<file path="config.mk">
export PLATFORM = sky130hd
export DESIGN_NAME = ntm_mod_top
export DESIGN_NICKNAME = d
export VERILOG_FILES = /design/src/hdl/ntm_mod_pkg.sv /design/src/hdl/ntm_mod_top.sv /design/src/hdl/ntm_vector_mod.sv /design/src/hdl/ntm_scalar_mod.sv
export VERILOG_INCLUDE_DIRS = /design/src /design/src/include
export SDC_FILE = /design/constraint.sdc
export NUM_CORES = 1
export LEC_CHECK = 0
export BUFFER_PORTS_ARGS = -buffer_cell sky130_fd_sc_hd__buf_2
export CAP_MARGIN = 25
export CORE_UTILIZATION = 39
export DETAILED_ROUTE_END_ITERATION = 16
export PLACE_DENSITY = 0.68
export SYNTH_ARGS = -nofsm -noshare
export SYNTH_HDL_FRONTEND = slang
export SYNTH_SLANG_ARGS = --single-unit
export TNS_END_PERCENT = 1
</file>
<file path="constraint.sdc">
create_clock -name CLK -period 6.35 [get_ports CLK]
set_input_delay 1.27 -clock CLK [delete_from_list [all_inputs] [get_ports CLK]]
set_output_delay 1.27 -clock CLK [all_outputs]
set_load 0.01 [all_outputs]
</file>
<file path="src/include/ntm_mod_macros.svh">
// Vector modulo width macros

`ifndef NTM_MOD_MACROS_SVH
`define NTM_MOD_MACROS_SVH

//////////////////////////////////////////////////////////////////////
// Datapath widths
//////////////////////////////////////////////////////////////////////

// Dividend, modulus and remainder width
`define NTM_DATA_SIZE 16

//////////////////////////////////////////////////////////////////////
// Control widths
//////////////////////////////////////////////////////////////////////

// Vector length and element index width
`define NTM_CONTROL_SIZE 8

`endif
</file>
<file path="src/hdl/ntm_mod_pkg.sv">
// Vector modulo shared types

`default_nettype none

`include "ntm_mod_macros.svh"

package ntm_mod_pkg;

  //////////////////////////////////////////////////////////////////////
  // Operand pair
  //////////////////////////////////////////////////////////////////////

  // One element, dividend in the upper half
  typedef struct packed {
    logic [`NTM_DATA_SIZE-1:0] data;
    logic [`NTM_DATA_SIZE-1:0] modulus;
  } mod_operand_t;

  //////////////////////////////////////////////////////////////////////
  // State encodings
  //////////////////////////////////////////////////////////////////////

  // Vector controller FSM
  typedef enum logic [1:0] {
    starter_state = 2'd0,
    input_state   = 2'd1,
    ender_state   = 2'd2
  } vector_state_t;

  // Scalar shift-subtract FSM
  typedef enum logic {
    idle_state = 1'b0,
    busy_state = 1'b1
  } scalar_state_t;

endpackage

`default_nettype wire

</file>
<file path="src/hdl/ntm_mod_top.sv">
// Vector modulo subsystem top

`timescale 1ns/1ps
`default_nettype none

`include "ntm_mod_macros.svh"

module ntm_mod_top (
  input  wire logic                         CLK,
  input  wire logic                         RST,
  input  wire logic                         START,
  input  wire logic [`NTM_CONTROL_SIZE-1:0] SIZE_IN,
  input  wire logic                         DATA_IN_ENABLE,
  input  wire ntm_mod_pkg::mod_operand_t    OPERAND_IN,
  output logic                              READY,
  output logic                              DATA_OUT_ENABLE,
  output logic [`NTM_DATA_SIZE-1:0]         DATA_OUT
);

  //////////////////////////////////////////////////////////////////////
  // Vector controller
  //////////////////////////////////////////////////////////////////////

  // Subsystem boundary toward the peripheral
  ntm_vector_mod vector_mod_unit (
    // Global
    .CLK             (CLK),
    .RST             (RST),

    // Control
    .START           (START),
    .SIZE_IN         (SIZE_IN),
    .DATA_IN_ENABLE  (DATA_IN_ENABLE),
    .READY           (READY),
    .DATA_OUT_ENABLE (DATA_OUT_ENABLE),

    // Data
    .OPERAND_IN      (OPERAND_IN),
    .DATA_OUT        (DATA_OUT)
  );

endmodule

`default_nettype wire

</file>
<file path="src/hdl/ntm_vector_mod.sv">
// Vector modulo element controller

`timescale 1ns/1ps
`default_nettype none

`include "ntm_mod_macros.svh"

module ntm_vector_mod (
  input  wire logic                       CLK,
  input  wire logic                       RST,
  input  wire logic                       START,
  input  wire logic [`NTM_CONTROL_SIZE-1:0] SIZE_IN,
  input  wire logic                       DATA_IN_ENABLE,
  input  wire ntm_mod_pkg::mod_operand_t  OPERAND_IN,
  output logic                            READY,
  output logic                            DATA_OUT_ENABLE,
  output logic [`NTM_DATA_SIZE-1:0]       DATA_OUT
);

  //////////////////////////////////////////////////////////////////////
  // Signals
  //////////////////////////////////////////////////////////////////////

  ntm_mod_pkg::vector_state_t    state;

  // Vector length and completed results
  logic [`NTM_CONTROL_SIZE-1:0]  length;
  logic [`NTM_CONTROL_SIZE-1:0]  element_index;
  logic                          last_element;

  // Scalar unit handshake
  logic                          scalar_start;
  ntm_mod_pkg::mod_operand_t     scalar_operand;
  logic                          scalar_ready;
  logic [`NTM_DATA_SIZE-1:0]     scalar_remainder;

  // Result in flight is the final one
  assign last_element = (element_index + 1'b1) == length;

  //////////////////////////////////////////////////////////////////////
  // Control FSM
  //////////////////////////////////////////////////////////////////////

  always_ff @(posedge CLK or posedge RST) begin
    if (RST) begin
      state           <= ntm_mod_pkg::starter_state;
      length          <= '0;
      element_index   <= '0;
      scalar_start    <= 1'b0;
      READY           <= 1'b0;
      DATA_OUT_ENABLE <= 1'b0;
      DATA_OUT        <= '0;
    end else begin
      // Pulses default low
      scalar_start    <= 1'b0;
      READY           <= 1'b0;
      DATA_OUT_ENABLE <= 1'b0;
      case (state)
        ntm_mod_pkg::starter_state: begin
          // Idle, strobes ignored here
          if (START) begin
            length        <= SIZE_IN;
            element_index <= '0;
            state         <= ntm_mod_pkg::input_state;
          end
        end
        ntm_mod_pkg::input_state: begin
          if (length == '0) begin
            // Empty vector ends at once
            READY <= 1'b1;
            state <= ntm_mod_pkg::starter_state;
          end else if (DATA_IN_ENABLE) begin
            // Kick the scalar unit for every element
            scalar_start <= 1'b1;
            state        <= ntm_mod_pkg::ender_state;
          end
        end
        ntm_mod_pkg::ender_state: begin
          if (scalar_ready) begin
            DATA_OUT        <= scalar_remainder;
            DATA_OUT_ENABLE <= 1'b1;
            if (last_element) begin
              READY <= 1'b1;
              state <= ntm_mod_pkg::starter_state;
            end else begin
              element_index <= element_index + 1'b1;
              state         <= ntm_mod_pkg::input_state;
            end
          end
        end
        default: begin
          state <= ntm_mod_pkg::starter_state;
        end
      endcase
    end
  end

  // Operand stays put for the whole scalar run
  always_ff @(posedge CLK) begin
    if (state == ntm_mod_pkg::input_state && length != '0 && DATA_IN_ENABLE) begin
      scalar_operand <= OPERAND_IN;
    end
  end

  //////////////////////////////////////////////////////////////////////
  // Scalar unit
  //////////////////////////////////////////////////////////////////////

  ntm_scalar_mod scalar_mod_unit (
    .CLK       (CLK),
    .RST       (RST),
    .start     (scalar_start),
    .operand   (scalar_operand),
    .ready     (scalar_ready),
    .remainder (scalar_remainder)
  );

  // Every output word traces back to a scalar result
  a_out_after_scalar : assert property (@(posedge CLK) disable iff (RST)
    DATA_OUT_ENABLE |-> $past(scalar_ready))
    else $error("DATA_OUT_ENABLE without scalar result");

  // End of a non-empty vector carries its last result
  a_ready_with_out : assert property (@(posedge CLK) disable iff (RST)
    (READY && length != '0) |-> DATA_OUT_ENABLE)
    else $error("READY without last DATA_OUT_ENABLE");

endmodule

`default_nettype wire

</file>
<file path="src/hdl/ntm_scalar_mod.sv">
// Scalar restoring modulo unit

`timescale 1ns/1ps
`default_nettype none

`include "ntm_mod_macros.svh"

module ntm_scalar_mod (
  input  wire logic                      CLK,
  input  wire logic                      RST,
  input  wire logic                      start,
  input  wire ntm_mod_pkg::mod_operand_t operand,
  output logic                           ready,
  output logic [`NTM_DATA_SIZE-1:0]      remainder
);

  //////////////////////////////////////////////////////////////////////
  // Step counter sizing
  //////////////////////////////////////////////////////////////////////

  // Counter must reach NTM_DATA_SIZE itself
  localparam int unsigned step_size = $clog2(`NTM_DATA_SIZE + 1);
  localparam logic [step_size-1:0] last_step = step_size'(`NTM_DATA_SIZE);

  //////////////////////////////////////////////////////////////////////
  // Signals
  //////////////////////////////////////////////////////////////////////

  ntm_mod_pkg::scalar_state_t state;
  logic [step_size-1:0]       step;

  // Dividend bits leave at the top, quotient bits enter at the bottom
  logic [`NTM_DATA_SIZE-1:0]  dividend;
  logic [`NTM_DATA_SIZE-1:0]  modulus;
  logic [`NTM_DATA_SIZE-1:0]  partial;

  // One extra bit so the trial subtraction cannot wrap
  logic [`NTM_DATA_SIZE:0]    shifted;
  logic [`NTM_DATA_SIZE:0]    difference;
  logic                       quotient_bit;

  //////////////////////////////////////////////////////////////////////
  // Trial subtraction
  //////////////////////////////////////////////////////////////////////

  // Bring down next dividend bit, MSB first
  assign shifted    = {partial, dividend[`NTM_DATA_SIZE-1]};
  assign difference = shifted - {1'b0, modulus};
  // Keep the difference only when it did not go negative
  assign quotient_bit = (shifted >= {1'b0, modulus});

  // Partial remainder holds its final value once idle
  assign remainder = partial;

  //////////////////////////////////////////////////////////////////////
  // Control FSM
  //////////////////////////////////////////////////////////////////////

  always_ff @(posedge CLK or posedge RST) begin
    if (RST) begin
      state <= ntm_mod_pkg::idle_state;
      step  <= '0;
      ready <= 1'b0;
    end else begin
      // Ready is a single pulse
      ready <= 1'b0;
      case (state)
        ntm_mod_pkg::idle_state: begin
          if (start) begin
            step  <= '0;
            state <= ntm_mod_pkg::busy_state;
          end
        end
        ntm_mod_pkg::busy_state: begin
          // All quotient bits done, report one cycle later
          if (step == last_step) begin
            ready <= 1'b1;
            state <= ntm_mod_pkg::idle_state;
          end else begin
            step <= step + 1'b1;
          end
        end
        default: begin
          state <= ntm_mod_pkg::idle_state;
        end
      endcase
    end
  end

  //////////////////////////////////////////////////////////////////////
  // Datapath
  //////////////////////////////////////////////////////////////////////

  always_ff @(posedge CLK) begin
    if (state == ntm_mod_pkg::idle_state && start) begin
      // Latch pair, clear partial remainder
      dividend <= operand.data;
      modulus  <= operand.modulus;
      partial  <= '0;
    end else if (state == ntm_mod_pkg::busy_state && step != last_step) begin
      // One restoring step per cycle
      dividend <= {dividend[`NTM_DATA_SIZE-2:0], quotient_bit};
      partial  <= quotient_bit ? difference[`NTM_DATA_SIZE-1:0]
                               : shifted[`NTM_DATA_SIZE-1:0];
    end
  end

  // Controller must wait for the previous result
  a_start_only_idle : assert property (@(posedge CLK) disable iff (RST)
    start |-> state == ntm_mod_pkg::idle_state)
    else $error("scalar start while busy");

  // Result handed over in exactly one cycle
  a_ready_single : assert property (@(posedge CLK) disable iff (RST)
    ready |=> !ready)
    else $error("scalar ready held longer than one cycle");

endmodule

`default_nettype wire

</file>
[Yosys cells after proc, flatten, opt, wreduce, memory -nomap -nowiden]
Index checks and enable logic that the tools add are counted.
Word-level totals
  bits in registers: 124
  bits in latches: 0
  memory bits (writable): 0
  ROM bits: 0
  input bits: 44
  output and inout bits: 18
  logic and storage cells: 75
  memories kept: 0
Cells by class
  $add $sub $neg: 3
  multiply operators: 0
  divide/modulo/power cells: 0
  magnitude comparators: 1
  equal/unequal tests: 11
  shift-type cells: 0
  muxes and demuxes: 30
  bitwise gates (word level): 1
  reductions and logical operators: 14
Operator list (count)
  16-bit 2-to-1 mux: 3
  8-bit 2-to-1 mux: 3
  17-bit by 16-bit >= comparator with 1-bit output: 1
  8-bit case mux with 2 select lines: 1
  16-bit subtractor: 1
  1-bit 2-to-1 mux: 13
  5-bit 2-to-1 mux: 2
  5-bit case mux with 2 select lines: 1
  8-bit by 1-bit adder with 8-bit output (second input constant): 1
  8-bit equality test: 1
  8-bit zero test: 1
  2-bit 2-to-1 mux: 4
  2-bit != test (second input constant): 4
  8-bit nonzero test: 1
  2-bit case mux with 3 select lines: 1
  2-bit AND reduction: 3
  5-bit by 1-bit adder with 5-bit output (second input constant): 1
  5-bit equality test (second input constant): 1
  5-bit != test (second input constant): 1
  1-bit logical AND: 4
  1-bit case mux with 2 select lines: 2
  4-bit AND reduction: 1
  2-bit nonzero test: 2
  3-bit by 2-bit != test with 1-bit output (second input constant): 1
  6 further kinds: 6

[Logic depth before layout (Yosys ltp)]
  depth in word-level cells: 5
  depth in mapped cells: 10
  gate-level depth less buffers: 9

[Cells and area by module]
From an unflattened synthesis, not the netlist that was laid out.
Unflattened totals
  cells, all modules: 559
  area total of the unflattened synthesis: 6188.4 sq um
Modules (own cells, without submodules)
  ntm_scalar_mod: instances 1, cells each 342, area an instance 3209.3 sq um, sequential area each 1456.4 sq um
  ntm_vector_mod: instances 1, cells each 217, area an instance 2979.1 sq um, sequential area each 1886.8 sq um

[Worst setup path after synthesis]
No wires, ideal clock.
  path type: input to register
  start point: in DATA_IN_ENABLE
  end point: reg vector_mod_unit.scalar_operand[0] (netlist bit) (enable)
  library setup time: 0.392 ns
  arrival: 2.103 ns
  data required time: 5.958 ns
  slack: 3.854 ns
  stages on the path: 1
  path buffers: 0
  cell sequence: and3_1
Between the ends
  word-level cells in the longest chain between the ends: 1
RTL lines
  start: declaration: line ntm_mod_top.sv:13  | input wire logic DATA_IN_ENABLE,
  1-bit logical AND: line ntm_vector_mod.sv:100  | if (state == ntm_mod_pkg::input_state && length != '0 && DATA_IN_ENABLE) begin
  end signal: assignment: line ntm_vector_mod.sv:101  | scalar_operand <= OPERAND_IN;
  end: declaration: line ntm_vector_mod.sv:33  | ntm_mod_pkg::mod_operand_t scalar_operand;
Every way passes these cells.
A chain may end at the register's enable or synchronous reset.

[Worst setup path after layout]
  start point: reg vector_mod_unit.scalar_mod_unit.modulus[11]
  end point: reg vector_mod_unit.scalar_mod_unit.partial[9], in the netlist vector_mod_unit.scalar_mod_unit.remainder[9]
Between the ends
  word-level cells in the longest chain between the ends: 2
RTL lines
  start: declaration: line ntm_scalar_mod.sv:34  | logic [`NTM_DATA_SIZE-1:0] modulus;
  start signal: assignment: line ntm_scalar_mod.sv:98  | modulus <= operand.modulus;
  17-bit by 16-bit >= comparator with 1-bit output: line ntm_scalar_mod.sv:50  | assign quotient_bit = (shifted >= {1'b0, modulus});
  16-bit 2-to-1 mux: line ntm_scalar_mod.sv:103  | partial <= quotient_bit ? difference[`NTM_DATA_SIZE-1:0]
  end signal: assignment: line ntm_scalar_mod.sv:103
  end: declaration: line ntm_scalar_mod.sv:35  | logic [`NTM_DATA_SIZE-1:0] partial;
Every way passes these cells.

==> flow_summary.json <==
{
  "outcome": "complete, no violations",
  "htree_levels": 4,
  "drive_above_1_share_pct": 24.3,
  "hp-class": "reg2reg",
  "die_w_um": 124,
  "nets": 623,
  "placed_cells": 719,
  "die_h_um": 124,
  "cp-start-kind": "flop",
  "clock-sinks": 124,
  "yosysSeqAreaShare_pct": 57.5,
  "yosys_warnings": 0,
  "die_area_um2": 15400,
  "grt_max_degree": 45,
  "dpl_cell_area_um2": 6320,
  "critPathKind": "reg2reg",
  "num_rows": 44,
  "synthArstFlopShare_pct": 35.5,
  "yosys-top-cells-area": "edfxtp_1, dfrtp_1, mux2_2",
  "post_cts_buffers": 0,
  "fmax_mhz": 346,
  "p_total_mw": 3.41,
  "final_util_pct": 47.6,
  "slew_headroom_pct": 43.5,
  "syn_nets": 550,
  "synth_most_common_cell": "edfxtp_1",
  "ys.flop_type": "edfxtp_1",
  "synth.top_cell.area_share_pct": 33.1,
  "critical_path.max_fanout": 24,
  "cts_tree": "yes",
  "finalSetupTns_ns": 0,
  "setup_violations": 0,
  "cts_buffer_depth": 2,
  "dpl.hpwl_um": 7910,
  "n_fill_cell": 1340,
  "start_util_pct": 40.0,
  "required_ns": 6.65,
  "grt_use_total_pct": 16.5,
  "period_share_pct": 45.6,
  "postRouteWirelength_um": 11600,
  "grt_pass1_wl_um": 19000,
  "synth_seq_cells": 124,
  "antenna_found_initial": 0,
  "place.gp.congestion": 0.885,
  "rsz0062_at_grt": "no",
  "grt_pass1_vias": 3895,
  "numCtsBuffers": 17,
  "ys_types": 56,
  "post_cts_resized": 0,
  "io_pins": 62,
  "synth_edf_count": 64,
  "worstPathCellList": "inv_1 > ha_1 > nand4_1 > or4_1 > and3_1 > a31oi_4 > nor2_1 > a311o_1",
  "worst_skew_pair.late_latency_ns": 0.41,
  "cts_hold_buf": 0,
  "post-route-min-period_ns": 2.89,
  "critPathMaxStageDelay_ns": 0.65,
  "vias": 3896,
  "worstPathArrival_ns": 3.19,
  "path_clk_slew_ns": 0.05,
  "postSynthCellCount": 482,
  "avgSynthCellArea_um2": 12.1,
  "finalClockSkew_ns": 0.00530,
  "synth_top_area_cell": "edfxtp_1",
  "syn_to_final_growth_pct": 19.0,
  "io_buffer_count": 61,
  "diodes": 0,
  "maxCapViolCount": 0,
  "stdcell_area_um2": 6910,
  "dr.pass1.iters": 4,
  "synth_common_cells": "edfxtp_1, dfrtp_1, nand2_1",
  "coreArea_um2": 14500,
  "drc_errors": 0,
  "layout.cells.non_filler": 752,
  "synth_area_um2": 5810,
  "gr-total-overflow": 0,
  "ant_nets": 0,
  "drv_slew": 0,
  "avgViaCountPerCell": 5.18,
  "crit_slowest_cell": "a31oi_4",
  "peakVddDrop_mv": 0.228,
  "routedWlPerCell_um": 15.4,
  "tightest_slew_ns": 0.846,
  "power.density_nw_per_um2": 493,
  "drt_iter0_drc": 180,
  "hold_viol": 0,
  "cellLeakagePower_nw": 2.93,
  "endpoint_kind": "flop",
  "root_buffer": "clkbuf_16"
}
[registers in the layout (all words and copies together) (netlist names)]
name                                       count
vector_mod_unit.scalar_mod_unit.remainder     16
vector_mod_unit.DATA_OUT                      16
vector_mod_unit.scalar_start                   1
vector_mod_unit.scalar_operand                32
vector_mod_unit.scalar_mod_unit.ready          1
vector_mod_unit.DATA_OUT_ENABLE                1
vector_mod_unit.scalar_mod_unit.state          1
vector_mod_unit.scalar_mod_unit.modulus       16
vector_mod_unit.READY                          1
vector_mod_unit.scalar_mod_unit.dividend      16
vector_mod_unit.length                         8
vector_mod_unit.scalar_mod_unit.step           5
vector_mod_unit.state                          2
vector_mod_unit.element_index                  8
[critical path, delay by kind of cell (launching register included)]
kind / cells / cell delay, ns
compound gates: 2 / 0.98
fa+ha+maj: 1 / 0.39
buf+inv: 1 / 0.04
flops: 1 / 0.33
simple gates: 4 / 1.05
[cell usage in the layout, fill, tap and decap left out, types with 6 or more instances in the layout]
cell type / count
edfxtp_1: 64
buf_2: 61
nand2_1: 44
dfrtp_1: 44
mux2_2: 39
inv_1: 34
ha_1: 23
o21ai_0: 22
a21oi_1: 22
nor2_1: 18
clkbuf_16: 18
dfxtp_1: 16
xnor2_1: 15
o211ai_1: 11
nand2b_1: 9
nand3_1: 9
xor2_1: 7
mux2i_1: 7
nor3_1: 6
buf_4: 6
[per-stage QoR]
stage / hold WS, ns / worst slack (ns)
finish: 0.417 / 3.46
global route: 0.423 / 3.32
CTS: 0.419 / 3.47
detailed placement: 0.406 / 3.48
floorplan: 0.400 / 3.85
global placement: 0.405 / 3.55
[cell type report]
| class | count | area (µm²) | area share [%] |
|---|---|---|---|
| Inverter | 35 | 131 | 1.90 |
| Sequential cell | 124 | 3340 | 48.4 |
| Clock buffer | 25 | 497 | 7.19 |
| Multi-Input combinational cell | 310 | 2270 | 32.9 |
| Tap cell | 184 | 230 | 3.33 |
| Timing Repair Buffer | 67 | 350 | 5.07 |
| Clock inverter | 7 | 85.1 | 1.23 |
[final timing paths]
check	start	to	slack, ns	cells after the start
worst max-delay path	vector_mod_unit.scalar_mod_unit.modulus[11]	vector_mod_unit.scalar_mod_unit.remainder[9]	3.46	8
worst min-delay path	vector_mod_unit.scalar_operand[4]	vector_mod_unit.scalar_mod_unit.modulus[4]	0.42	0
worst max register to register	vector_mod_unit.scalar_mod_unit.modulus[11]	vector_mod_unit.scalar_mod_unit.remainder[9]	3.46	8
worst min register to register	vector_mod_unit.scalar_operand[4]	vector_mod_unit.scalar_mod_unit.modulus[4]	0.42	0
max in group asynchronous	RST	vector_mod_unit.element_index[3]	4.94	3
min in group asynchronous	RST	vector_mod_unit.DATA_OUT_ENABLE	1.00	3
[per-layer routing]
| metal | GRT usage, % | part of all wire, % | vias to the layer above |
|---|---|---|---|
| met5 | 0 | 0 | - |
| met4 | 7.14 | 1.9 | 0 |
| met3 | 4.21 | 4.0 | 17 |
| met2 | 25.8 | 46 | 85 |
| met1 | 21.6 | 48 | 1878 |
| li1 | - | - | 1916 |
[where the power goes]
group	total [mW]	leakage (nW)	switching [mW]	internal [mW]
combinational	1.18	1.32	0.659	0.517
clock	0.950	0.290	0.332	0.618
sequential	1.28	1.32	0.154	1.13
[cells by family (layout without fill, tap and decap cells)]
logic type               after synthesis  after routing  share of synthesized area (%)
buffers and inverters                 48            134                           3.34
AO/OA/AOI/OAI                        100            100                           11.6
AND/OR/NAND/NOR                      118            118                           10.1
flip-flops                           124            124                           57.5
adder cells (fa/ha/maj)               24             24                           5.30
multiplexers                          46             46                           8.77
XOR/XNOR                              22             22                           3.32
(Power assumes the default switching activity.)
